### config.mk
export PLATFORM = sky130hd
export DESIGN_NAME = load_align
export DESIGN_NICKNAME = d
export VERILOG_FILES = /design/src/hdl/cache_pkg.sv /design/src/hdl/load_align.sv
export SDC_FILE = /design/constraint.sdc
export NUM_CORES = 1
export LEC_CHECK = 0
export ABC_AREA = 1
export BUFFER_PORTS_ARGS = -buffer_cell sky130_fd_sc_hd__buf_2
export CELL_PAD_IN_SITES_DETAIL_PLACEMENT = 0
export CELL_PAD_IN_SITES_GLOBAL_PLACEMENT = 2
export CORE_ASPECT_RATIO = 1.5
export CORE_MARGIN = 5
export CORE_UTILIZATION = 19
export DETAILED_ROUTE_END_ITERATION = 12
export GPL_TIMING_DRIVEN = 0
export PLACE_DENSITY_LB_ADDON = 0.1
export SYNTH_ARGS = -nofsm -noshare
export SYNTH_HDL_FRONTEND = slang
export SYNTH_SLANG_ARGS = --single-unit
### constraint.sdc
create_clock -name vclk -period 1.2
set_clock_uncertainty 0.1 [all_clocks]
set_input_delay 0.12 -clock vclk [all_inputs]
set_output_delay 0.12 -clock vclk [all_outputs]
set_load 0.03 [all_outputs]
### src/hdl/cache_pkg.sv
package cache_pkg;

    parameter int ADDR_W = 32;
    parameter int DATA_W = 32;

    typedef enum logic [3:0] {
        op_lb  = 4'b0000,
        op_lh  = 4'b0001,
        op_lw  = 4'b0010,
        op_lbu = 4'b0011,
        op_lhu = 4'b0100,
        op_sb  = 4'b0101,
        op_sh  = 4'b0110,
        op_sw  = 4'b0111
    } lsu_op_e;

    typedef enum logic [1:0] {
        st_idle,
        st_lookup,
        st_refill,
        st_write
    } cache_state_e;

    typedef struct packed {
        logic              cyc;
        logic              stb;
        lsu_op_e           op;
        logic [ADDR_W-1:0] adr;
        logic [DATA_W-1:0] dat_w;
    } cpu_req_t;

    typedef struct packed {
        logic              ack;
        logic [DATA_W-1:0] dat_r;
    } cpu_rsp_t;

    typedef struct packed {
        logic              cyc;
        logic              stb;
        logic              we;
        logic [ADDR_W-1:0] adr;
        logic [3:0]        sel;
        logic [DATA_W-1:0] dat_w;
    } wb_req_t;

    typedef struct packed {
        logic              ack;
        logic [DATA_W-1:0] dat_r;
    } wb_rsp_t;

    function automatic logic is_store(input lsu_op_e op);
        return op == op_sb || op == op_sh || op == op_sw;
    endfunction

    // Loads read the full word
    function automatic logic [3:0] lane_sel(input lsu_op_e op, input logic [1:0] off);
        case (op)
            op_sb:   return 4'b0001 << off;
            op_sh:   return 4'b0011 << {off[1], 1'b0};
            default: return 4'b1111;
        endcase
    endfunction

    // Replicated so every lane the selects can pick holds the data
    function automatic logic [DATA_W-1:0] lane_data(input lsu_op_e op,
                                                     input logic [DATA_W-1:0] d);
        case (op)
            op_sb:   return {4{d[7:0]}};
            op_sh:   return {2{d[15:0]}};
            default: return d;
        endcase
    endfunction

endpackage

### src/hdl/load_align.sv
`timescale 1ns/1ps

module load_align (
    input  cache_pkg::lsu_op_e           op,
    input  logic [1:0]                   byte_off,
    input  logic [cache_pkg::DATA_W-1:0] word,
    output logic [cache_pkg::DATA_W-1:0] data
);

    logic [7:0]  byte_lane;
    logic [15:0] half_lane;

    assign byte_lane = word[8*byte_off +: 8];
    assign half_lane = word[16*byte_off[1] +: 16];

    always_comb begin
        case (op)
            cache_pkg::op_lb:  data = {{24{byte_lane[7]}}, byte_lane};
            cache_pkg::op_lbu: data = {24'b0, byte_lane};
            cache_pkg::op_lh:  data = {{16{half_lane[15]}}, half_lane};
            cache_pkg::op_lhu: data = {16'b0, half_lane};
            // Full word for op_lw
            default:           data = word;
        endcase
    end

endmodule

Word level (Yosys, flattened, before mapping)
Index checks and enable logic that the tools add are counted.
W data, S select, Z words.
{"block": "op_classes", "muxes": 1, "n_shift": 2, "reduce_logical": 1, "eq_ne": 3}
{"cell": "$pmux W32 S4", "count": 1}
{"cell": "$shiftx A32 B6 Y16", "count": 1}
{"cell": "$shiftx A32 B6 Y8", "count": 1}
{"cell": "$eq A4 B1 Y1 const B", "count": 1}
{"cell": "$eq A4 B2 Y1 const B", "count": 1}
{"cell": "$eq A4 B3 Y1 const B", "count": 1}
{"cell": "$logic_not A4 Y1", "count": 1}
{"block": "totals", "out_inout_bits": 32, "ff_bits": 0, "wordCells": 7}

Longest topological paths before layout
{"block": "logic_depth", "ltp_word": 2, "ltp_mapped": 8, "depth_no_buf": 6}

Worst setup path before layout
No wires, ideal clock.
{"block": "synth_path", "path_type": "input port to output port", "startpoint": "input port byte_off[1]", "endpoint": "output port data[17] (netlist name)", "arrival_ns": 0.956, "stages": 7, "t_required_ns": 0.980, "path_slack_ns": 0.024, "cell_sequence": "buf_6 > inv_6 > nand2_4 > and2_4 > nand2_4 > buf_6 > nand3_1"}
{"block": "synth_via", "elab_chain_len": 2, "elab_cells_between_ends": 3, "classes_between": "shift (2); mux (1)"}
{"item": "from (decl)", "line": "load_align.sv:5", "source": "input logic [1:0] byte_off,"}
{"item": "$shiftx A32 B6 Y16 / $shiftx A32 B6 Y8 (equally long branches)", "line": "load_align.sv:14, load_align.sv:13"}
{"item": "$pmux W32 S4 (*)", "line": "load_align.sv:17", "source": "case (op)"}
{"item": "to (decl)", "line": "load_align.sv:7", "source": "output logic [cache_pkg::DATA_W-1:0] data"}
Every way passes the cells marked *; elsewhere a longest branch is shown, timed or not.

Worst setup path after layout
{"block": "layout_path", "startpoint": "input port op[1]", "endpoint": "output port data[14] (netlist name)"}
{"block": "layout_via", "elab_chain_len": 2, "elab_cells_between_ends": 5, "classes_between": "eq/ne (3); mux (1); reduce/logical (1)"}
{"item": "from (decl)", "line": "load_align.sv:4", "source": "input cache_pkg::lsu_op_e op,"}
{"item": "$eq A4 B3 Y1 (tied with other cells)", "line": "load_align.sv:17"}
{"item": "$pmux W32 S4 (*)", "line": "load_align.sv:17"}
Marks and branches as above.

==> metrics.txt <==
Worst Hold Margin=0.455 ns; Post-Syn Instances=223; I/O pins=70; # DRC=0; dpl hpwl=3830 um; antenna violations before repair=0; Setup crit start kind=primary input; kind of critical path=in -> out; via/cell ratio=4.33; layout cells sized above 1=53.4%; Max FO, Critical Path=6; Initial DRT Pass Iterations=4; Post-Syn Area=1060 sq um; Routed Antenna Nets=0; final hold vios=0; final WL=5370 um; area delta synth->final=112%; worst hold path type=in -> out; Tmin final=1.30 ns; row cnt=33; Placer Congestion=0.733; count of final max-slew check failures=0; post-synth cell types=15; Max VDD drop=0.000192 V; fmax=769 MHz; initial core utilization=19.4%; fin area=2250 sq um; hold_buf cts=0; first-pass GRT wire length=8240 um; RSZ-0062 raised after global routing=yes; cell leakage power=1.34 nW; vias=1641; register area=0 sq um; Ant. Diodes=0; violated checks=negative setup slack; full die area=7190 sq um; DP Area=1490 sq um; wire per inst=14.2 um; outcome=complete, but fails checks; Iter 0 DRT Violations=35; pin count of the biggest net entering global routing=11; GR Util All Layers=14.2%; syn avg cell area=4.75 sq um; Seq Cell Count=0; Core ar.=5450 sq um; final setup margin=-0.101 ns; max cap viols=0; Die Width=70.9 um; sequential-to-total area share from yosys stat=0%; Worst-Margin Slew=0.201 ns; WP data required=0.98 ns; power density over the cells=495 nW/um^2; vias in the first global route=1661; max_slew headroom=86.5%; final cycle utilization of the critical path=108%; Crit. End Element=output port; Die Span Y=101 um; Buffers on Ports=68; Syn Nets=261; yosys warns=0; layout net count=349; final setup fails=32; WP data arrival=1.08 ns; Clock Buffer Count=0; total grt overflow=0
[logic make-up (layout without fill, tap and decap cells)]
| logic type | after synthesis | count (layout) | share of synthesized area [%] |
|---|---|---|---|
| buf+inv | 50 | 136 | 23.9 |
| simple gates | 173 | 173 | 76.1 |
[Yosys cell counts]
cell / instances / area share, %
and2_4: 1 / 0.83
and2_1: 13 / 7.7
and2_0: 2 / 1.2
nand2_1: 98 / 35
buf_4: 1 / 0.71
nand2_2: 3 / 1.8
inv_1: 36 / 13
buf_6: 7 / 7.4
nor2_2: 2 / 1.2
inv_6: 1 / 0.83
inv_2: 2 / 0.71
nand2_4: 3 / 3.2
buf_2: 3 / 1.4
nand3_1: 48 / 23
nand3_2: 3 / 2.8
[per-stage QoR]
| step | setup WS (ns) | power, mW | std cells | utilization (%) | setup TNS, ns |
|---|---|---|---|---|---|
| after global routing | -0.170 | 1.20 | 379 | 41.3 | -4.56 |
| after floorplan | 0.0239 | 0.525 | 223 | - | 0 |
| after detailed placement | -0.302 | 0.779 | 361 | 27.3 | -6.46 |
| final | -0.101 | 1.11 | 379 | 41.3 | -2.50 |
| after global placement | -0.302 | 0.783 | 361 | 27.3 | -6.86 |
| after CTS | -0.0964 | 1.09 | 374 | 38.7 | -1.89 |
[per-layer routing]
layer | vias up | GRT usage [%] | part of all wire (%)
met5 | - | 0 | 0
met4 | 0 | 0.724 | 1.5
met3 | 6 | 0.695 | 3.9
met2 | 40 | 29.5 | 56
met1 | 740 | 16.3 | 38
li1 | 855 | - | -
[timing repair]
item	in CTS	in global routing
resized for setup	140	17
pin swaps	10	6
setup buffers	9	3
cloned	4	2
endpoints found under the setup margin	32	32
[layout make-up]
type                            instances  area [sq um]
Fill cell                             653          3200
Multi-Input combinational cell        173          1040
Timing Repair Buffer                   86           805
Inverter                               39           166
Buffer                                 11           146
Tap cell                               70          87.6
[critical path, cell delays in order]
cell and delay [ns]:
buf_2 0.12, nor2_4 0.13, buf_6 0.11, nand3_4 0.07, nand2_8 0.11, buf_8 0.13, nand2_1 0.06, nand3_2 0.09
buf_6 0.13
[final timing paths]
kind,from,endpoint,slack [ns],depth (start not counted)
setup / recovery,op[1],data[14],-0.10,9
hold / removal,word[4],data[4],0.46,4
[placed cells by master, fill, tap and decap left out, drive strengths merged]
| master | n |
|---|---|
| nand2 | 104 |
| buf | 95 |
| nand3 | 51 |
| inv | 39 |
| and2 | 16 |
| nor2 | 2 |
| clkbuf | 2 |
[power by group]
| group | internal, mW | switching, mW |
|---|---|---|
| combinational | 0.503 | 0.611 |
| clock | 0 | 0 |
| sequential | 0 | 0 |
(Power assumes the default switching activity.)
