`config.mk`:
```
export PLATFORM = sky130hd
export DESIGN_NAME = cache_ctrl
export DESIGN_NICKNAME = d
export VERILOG_FILES = /design/src/hdl/cache_pkg.sv /design/src/hdl/cache_ctrl.sv
export SDC_FILE = /design/constraint.sdc
export NUM_CORES = 1
export LEC_CHECK = 0
export BUFFER_PORTS_ARGS = -buffer_cell sky130_fd_sc_hd__buf_4
export CORE_AREA = 2 2 137 139
export CTS_CLUSTER_DIAMETER = 200
export DETAILED_ROUTE_END_ITERATION = 12
export DIE_AREA = 0 0 139 141
export SLEW_MARGIN = 0
export SYNTH_ARGS = -nofsm -noshare
export SYNTH_HDL_FRONTEND = slang
export SYNTH_SLANG_ARGS = --single-unit
```
`constraint.sdc`:
```
create_clock -name clk -period 7.4 [get_ports clk]
set_input_delay 0.74 -clock clk [delete_from_list [all_inputs] [get_ports clk]]
set_output_delay 0.74 -clock clk [all_outputs]
set_load 0.02 [all_outputs]
```
`src/hdl/cache_pkg.sv`:
```
package cache_pkg;

    parameter int ADDR_W = 32;
    parameter int DATA_W = 32;

    typedef enum logic [3:0] {
        op_lb  = 4'b0000,
        op_lh  = 4'b0001,
        op_lw  = 4'b0010,
        op_lbu = 4'b0011,
        op_lhu = 4'b0100,
        op_sb  = 4'b0101,
        op_sh  = 4'b0110,
        op_sw  = 4'b0111
    } lsu_op_e;

    typedef enum logic [1:0] {
        st_idle,
        st_lookup,
        st_refill,
        st_write
    } cache_state_e;

    typedef struct packed {
        logic              cyc;
        logic              stb;
        lsu_op_e           op;
        logic [ADDR_W-1:0] adr;
        logic [DATA_W-1:0] dat_w;
    } cpu_req_t;

    typedef struct packed {
        logic              ack;
        logic [DATA_W-1:0] dat_r;
    } cpu_rsp_t;

    typedef struct packed {
        logic              cyc;
        logic              stb;
        logic              we;
        logic [ADDR_W-1:0] adr;
        logic [3:0]        sel;
        logic [DATA_W-1:0] dat_w;
    } wb_req_t;

    typedef struct packed {
        logic              ack;
        logic [DATA_W-1:0] dat_r;
    } wb_rsp_t;

    function automatic logic is_store(input lsu_op_e op);
        return op == op_sb || op == op_sh || op == op_sw;
    endfunction

    // Loads read the full word
    function automatic logic [3:0] lane_sel(input lsu_op_e op, input logic [1:0] off);
        case (op)
            op_sb:   return 4'b0001 << off;
            op_sh:   return 4'b0011 << {off[1], 1'b0};
            default: return 4'b1111;
        endcase
    endfunction

    // Replicated so every lane the selects can pick holds the data
    function automatic logic [DATA_W-1:0] lane_data(input lsu_op_e op,
                                                     input logic [DATA_W-1:0] d);
        case (op)
            op_sb:   return {4{d[7:0]}};
            op_sh:   return {2{d[15:0]}};
            default: return d;
        endcase
    endfunction

endpackage

```
`src/hdl/cache_ctrl.sv`:
```
`timescale 1ns/1ps

module cache_ctrl #(
    parameter int LINE_WORDS = 8
) (
    input  logic                            clk,
    input  logic                            reset,
    input  cache_pkg::cpu_req_t             cpu_req,
    output cache_pkg::cpu_rsp_t             cpu_rsp,
    output cache_pkg::wb_req_t              mem_req,
    input  cache_pkg::wb_rsp_t              mem_rsp,
    output logic [cache_pkg::ADDR_W-1:0]    addr,
    input  logic                            hit,
    output logic                            refill_we,
    output logic [$clog2(LINE_WORDS)-1:0]   refill_word,
    output logic [cache_pkg::DATA_W-1:0]    refill_data,
    output logic                            merge_we,
    output logic [3:0]                      merge_sel,
    output logic [cache_pkg::DATA_W-1:0]    merge_data,
    output cache_pkg::lsu_op_e              op,
    input  logic [cache_pkg::DATA_W-1:0]    load_data
);

    localparam int OFF_W = $clog2(LINE_WORDS);

    cache_pkg::cache_state_e      state;
    logic [OFF_W-1:0]             word_cnt;
    logic [cache_pkg::DATA_W-1:0] wdata;
    logic                         ack_q;
    logic [cache_pkg::DATA_W-1:0] rdata_q;
    logic                         accept;
    logic                         last_word;
    logic                         misaligned;

    assign accept = state == cache_pkg::st_idle && cpu_req.cyc && cpu_req.stb && !ack_q;
    assign last_word = word_cnt == OFF_W'(LINE_WORDS - 1);

    assign cpu_rsp.ack   = ack_q;
    assign cpu_rsp.dat_r = rdata_q;

    always_ff @(posedge clk) begin
        if (reset) begin
            state    <= cache_pkg::st_idle;
            word_cnt <= '0;
            ack_q    <= 1'b0;
        end else begin
            ack_q <= 1'b0;
            case (state)
                cache_pkg::st_idle: begin
                    if (accept) begin
                        state <= cache_pkg::st_lookup;
                    end
                end
                cache_pkg::st_lookup: begin
                    if (cache_pkg::is_store(op)) begin
                        state <= cache_pkg::st_write;
                    end else if (hit) begin
                        ack_q <= 1'b1;
                        state <= cache_pkg::st_idle;
                    end else begin
                        word_cnt <= '0;
                        state    <= cache_pkg::st_refill;
                    end
                end
                cache_pkg::st_refill: begin
                    if (mem_rsp.ack) begin
                        word_cnt <= word_cnt + 1'b1;
                        // Line complete, the repeated lookup now hits
                        if (last_word) begin
                            state <= cache_pkg::st_lookup;
                        end
                    end
                end
                cache_pkg::st_write: begin
                    if (mem_rsp.ack) begin
                        ack_q <= 1'b1;
                        state <= cache_pkg::st_idle;
                    end
                end
                default: state <= cache_pkg::st_idle;
            endcase
        end
    end

    always_ff @(posedge clk) begin
        if (accept) begin
            addr  <= cpu_req.adr;
            op    <= cpu_req.op;
            wdata <= cpu_req.dat_w;
        end
        if (state == cache_pkg::st_lookup && hit && !cache_pkg::is_store(op)) begin
            rdata_q <= load_data;
        end
    end

    always_comb begin
        mem_req.cyc   = state == cache_pkg::st_refill || state == cache_pkg::st_write;
        mem_req.stb   = mem_req.cyc;
        mem_req.we    = state == cache_pkg::st_write;
        mem_req.dat_w = cache_pkg::lane_data(op, wdata);
        if (state == cache_pkg::st_write) begin
            mem_req.adr = {addr[cache_pkg::ADDR_W-1:2], 2'b00};
            mem_req.sel = cache_pkg::lane_sel(op, addr[1:0]);
        end else begin
            // Refill walks the line in word order
            mem_req.adr = {addr[cache_pkg::ADDR_W-1:OFF_W+2], word_cnt, 2'b00};
            mem_req.sel = 4'b1111;
        end
    end

    assign refill_we   = state == cache_pkg::st_refill && mem_rsp.ack;
    assign refill_word = word_cnt;
    assign refill_data = mem_rsp.dat_r;

    // Store hits update the line as the write-through completes
    assign merge_we   = state == cache_pkg::st_write && mem_rsp.ack && hit;
    assign merge_sel  = mem_req.sel;
    assign merge_data = mem_req.dat_w;

    always_comb begin
        case (cpu_req.op)
            cache_pkg::op_lh, cache_pkg::op_lhu, cache_pkg::op_sh: misaligned = cpu_req.adr[0];
            cache_pkg::op_lw, cache_pkg::op_sw:                    misaligned = |cpu_req.adr[1:0];
            default:                                               misaligned = 1'b0;
        endcase
    end

    a_aligned: assert property (@(posedge clk) disable iff (reset) accept |-> !misaligned);

    // Wishbone master holds its request until the slave answers
    a_stb_held: assert property (@(posedge clk) disable iff (reset)
        mem_req.stb && !mem_rsp.ack |=> mem_req.stb && $stable(mem_req.adr));

endmodule

```
### Word level (Yosys, flattened, before mapping)

Index checks and enable logic that the tools add are counted.

* flip-flop bits (word level): 106
* input port bits: 138
* output and inout port bits: 213

* add/sub/neg operators: 1
* equal/unequal tests: 13
* shifts and indexed selects: 2
* multiplexer cells: 18
* reductions and logical operators: 17

Operators with widths (number)
* $pmux 32 s2: 1
* $eq 4x3->1 const B: 3
* $mux 2: 6
* $ne 2x2->1 const B: 5
* $mux 3: 3
* $mux 9: 1
* $logic_and 1x1->1: 8
* $pmux 2 s4: 1
* $pmux 4 s2: 1
* $reduce_and 4->1: 2
* $pmux 3 s2: 1
* $eq 2x2->1 const B: 2
* $shl 1x2->4 const A: 1
* $shl 2x2->4 const A: 1
* $add 3x1->3 const B: 1
* $eq 3x3->1 const B: 1
* $logic_or 1x1->1: 3
* $mux 1: 3
* $eq 2x1->1 const B: 1
* $logic_not 1->1: 2
* $logic_not 2->1: 1
* $ne 2x1->1 const B: 1
* $pmux 1 s2: 1
* $reduce_bool 2->1: 1

### Longest topological paths before layout

* depth in word-level cells: 6
* mapped depth: 7
* gate-level depth less buffers: 6

### Least setup slack after synthesis

No wires, ideal clock.

* kind: input to register
* from: input port cpu_req[69] (netlist bit)
* to: register addr[0] (netlist bit) (enable)
* library setup time: 0.578 ns
* arrival time: 5.451 ns
* required time: 6.822 ns
* path slack: 1.372 ns
* cell stages on the path: 2
* buffers on the path: 0
* cell sequence: nand3b_1 nor3_1

* longest elaborated chain between the ends: 3

RTL lines
* from (decl): RTL line cache_ctrl.sv:8 `input cache_pkg::cpu_req_t cpu_req,`
* $logic_and 1x1->1 (3 in a row): RTL line cache_ctrl.sv:35 `assign accept = state == cache_pkg::st_idle && cpu_req.cyc && cpu_req.stb && !ack_q;`
* named net accept: RTL line cache_ctrl.sv:31 `logic accept;`
* to (signal assigned): RTL line cache_ctrl.sv:87 `addr <= cpu_req.adr;`
* to (decl): RTL line cache_ctrl.sv:12 `output logic [cache_pkg::ADDR_W-1:0] addr,`

The timed path passes the listed nets, and every way through them passes these cells.
A chain may end at the register's enable or synchronous reset.

### Worst setup path in the final report

* from: register op[3]
* to: output port merge_sel[1]

* longest elaborated chain between the ends: 3
* elaborated cells between the ends (all ways): 4
* classes of those cells: eq/ne: 2; mux: 2

RTL lines
* from (decl): RTL line cache_ctrl.sv:20 `output cache_pkg::lsu_op_e op,`
* from (signal assigned): RTL line cache_ctrl.sv:88 `op <= cpu_req.op;`
* $eq 4x3->1: RTL line cache_pkg.sv:57 `case (op)`
* $pmux 4 s2 (*): RTL line cache_pkg.sv:57
* $mux 9 (*): RTL line cache_ctrl.sv:101 `if (state == cache_pkg::st_write) begin`
* to (decl): RTL line cache_ctrl.sv:18 `output logic [3:0] merge_sel,`

Mark *: on every way between the ends. The rest lies on a longest branch, timed or not.

==> key figures <==
Outcome
  – Run status: complete, no violations

Synth
  – Total of warnings raised by yosys: 0
  – Instance count of the mapped netlist: 312
  – Area of the mapped netlist: 4610 sq um
  – Cell variety after synth: 30
  – Number of flip-flops and latches in the synthesized netlist: 106
  – Average footprint of a synthesized cell: 14.8 sq um
  – Sequential cell area fraction in the yosys report: 0.678

Worst hold path
  – Hold path endpoint: refill_word[0]
  – Worst hold path type: flip-flop to flip-flop
  – Min-Delay Startpoint: refill_word[0]
  – Count of cells along the worst hold path: 2

Final layout
  – Area added between synthesis and finish: 41.7%
  – Sequential cell area: 3120 sq um
  – Multi-input logic area: 638 sq um
  – # diodes: 0
  – Number of fill cells in the layout: 1809
  – Share of cells above drive strength 1: 0.651
  – Nets@finish: 637

Global routing
  – Overall fraction of global-route tracks in use: 0.122
  – Antenna violations before repair: 0
  – Pin count of the biggest net entering global routing: 52
  – Wire length of the first global-routing pass: 17900 um
  – Vias in the first global route: 3120
  – Gr ovfl total: 0

Drt
  – Post-route antenna net violation count: 0
  – Wirelength per Cell: 17.0 um
  – Number of remaining DRC errors: 0
  – Drt first pass iters: 4
  – Number of design-rule violations left by the first detailed-router iteration: 125
  – Count of vias placed by the detailed router: 3008
  – Total wire length: 12500 um
  – Via-to-Cell Ratio: 4.09

Pwr
  – Leakage: 2.80 nW
  – Worst supply voltage drop on vdd: 108 uV
  – Tot Pwr: 0.00147 W
  – Total power divided by cell area: 225 nW/um^2

STA
  – Worst setup skew after layout: 9.95 ps
  – Finish-stage setup viols: 0
  – Crit path time final: 3190 ps
  – Actual slew at the worst max-slew pin: 885 ps
  – Final worst-path cycle share: 0.431
  – Setup repair after global routing missed its margin: no
  – Count of pins over their slew limit: 0
  – Setup TNS: 0 ps
  – Number of endpoints with negative hold slack in the final report: 0
  – Smallest hold slack: 528 ps
  – Worst slew margin: 0.410
  – Upper clock frequency limit: 314 MHz

Clock network
  – Number of H-tree levels: 3
  – Hold buffer count at cts: 0
  – Post-cts gate resize count: 0
  – Clock-pin slew on the worst setup and hold paths: 80 ps
  – Count of buffers added by post-CTS timing repair for setup: 0
  – Clock sink total: 106
  – Clock latency reported for the late side of the worst-skew pair: 350 ps
  – Clock root buffer master: sky130_fd_sc_hd__clkbuf_16
  – CTS Buf Count: 9
  – Buffer depth of the longest clock path: 2
  – CTS tree: built

Worst setup path
  – Maximum fanout encountered on the critical timing path: 17
  – R2r setup slk: 5530 ps
  – Worst R2R Start: op[0]
  – Worst R2R End: rdata_q[0]
  – Data arrival time at the worst-slack endpoint: 2450 ps
  – Worst R2R Path Depth: 4
  – Critical path required time: 6660 ps
  – Critical path capture point type: output pin
  – Critical path type: flip-flop to output pin
  – Nature of the critical path startpoint: flip-flop

Placed design
  – Final estimated routing congestion in global placement: 0.759
  – Number of buffers added on ports: 284
  – Post-detail-place hpwl: 9930 um

Die
  – Effective utilization at floorplan: 0.252
  – Standard-cell row count: 50
  – Standard cell core area: 18300 sq um
  – I/O Pins: 351
  – Die area: 19600 sq um
  – Die boundary height: 141 um
  – Width of the chip: 139 um

Job
  – Max-cap check violation count: 0
## final cells by class
type | count | area share
sequential | 106 | 0.478
timing repair buffer | 287 | 0.330
multi-input combinational | 90 | 0.0977
tap | 234 | 0.0448
clock buffer | 9 | 0.0345
clock inverter | 7 | 0.0132
inverter | 3 | 0.00172
## state kept, by name, summed over array words and instances (netlist names)
register	count
addr	32
refill_word	3
op	4
rdata_q	32
ack_q	1
state	2
wdata	32
## synth_stat cells (all sizes together)
cell type | count | area share
mux2 | 19 | 0.047
nor2 | 7 | 0.0098
buf | 112 | 0.18
clkbuf | 2 | 0.0016
nor3b | 2 | 0.0033
nor3 | 1 | 0.0011
and3b | 1 | 0.0019
and4bb | 2 | 0.0054
o21ai | 8 | 0.0087
inv | 3 | 0.0024
a22oi | 8 | 0.013
ha | 2 | 0.0054
conb | 1 | 0.00081
a31oi | 1 | 0.0014
nor2b | 1 | 0.0014
dfxtp | 6 | 0.026
nand3b | 3 | 0.0049
and3 | 1 | 0.0014
nand2b | 2 | 0.0027
nand3 | 3 | 0.0033
edfxtp | 100 | 0.65
o31ai | 1 | 0.0016
nand2 | 22 | 0.018
a21oi | 4 | 0.0043
## stage by stage
stage / std cells / util / worst slack [ps] / cell area [sq um]
4_1_cts: 736 / 0.358 / 4150 / 6530
3_5_place_dp: 720 / 0.340 / 4550 / 6220
6_report: 736 / 0.358 / 4210 / 6530
2_1_floorplan: 313 / - / 1370 / 4610
5_1_grt: 736 / 0.358 / 4000 / 6530
3_3_place_gp: 720 / 0.340 / 4620 / 6220
## how the worst max path moves through the flow
stage               depth (start not counted)  slack, ps      endpoint         from
floorplan                                   2       1370       addr[0]  cpu_req[69]
global placement                            5       4620  merge_sel[1]        op[3]
detailed placement                          5       4550  merge_sel[1]        op[3]
CTS                                         5       4150  merge_sel[1]        op[1]
global route                                5       4000  merge_sel[1]        op[1]
finish                                      5       4210  merge_sel[1]        op[3]
## power breakdown
group	switching, W	internal, W
logic	0.000140	0.000118
clock network	0.000249	0.000245
registers	0.0000203	0.000698
total	0.000409	0.00106
## cell families (layout without fill, tap and decap cells)
logic type	count (synthesis)	count (layout)	share of synthesized area
AOI/OAI and AO/OA	22	22	0.0290
adders and majority gates	2	2	0.00543
muxes	19	19	0.0472
other	1	2	0.000814
DFF	106	106	0.678
buffers and inverters	117	306	0.187
and+or+nand+nor	45	45	0.0529
## per-layer routing
layer  GRT usage  wire length (um)
met1       0.121              4170
met5           0                 0
met3      0.0476              1200
met4      0.0707               553
met2       0.218              6610
## worst max-delay path, stage by stage (launching register included)
cell and delay (ps):
sky130_fd_sc_hd__edfxtp_1 420, sky130_fd_sc_hd__and4bb_1 880, sky130_fd_sc_hd__nor2_8 190, sky130_fd_sc_hd__nor2_2 210, sky130_fd_sc_hd__o21ai_0 180, sky130_fd_sc_hd__buf_4 200
## layout by cell type, fill, tap and decap left out, types with 4 or more instances in the layout
| master | instances |
|---|---|
| sky130_fd_sc_hd__nor2_1 | 5 |
| sky130_fd_sc_hd__o21ai_0 | 8 |
| sky130_fd_sc_hd__nand2_1 | 22 |
| sky130_fd_sc_hd__a22oi_1 | 8 |
| sky130_fd_sc_hd__mux2_2 | 18 |
| sky130_fd_sc_hd__clkbuf_16 | 9 |
| sky130_fd_sc_hd__dfxtp_1 | 6 |
| sky130_fd_sc_hd__a21oi_1 | 4 |
| sky130_fd_sc_hd__buf_4 | 287 |
| sky130_fd_sc_hd__edfxtp_1 | 100 |
No activity file was read; power rests on OpenSTA's default activity.
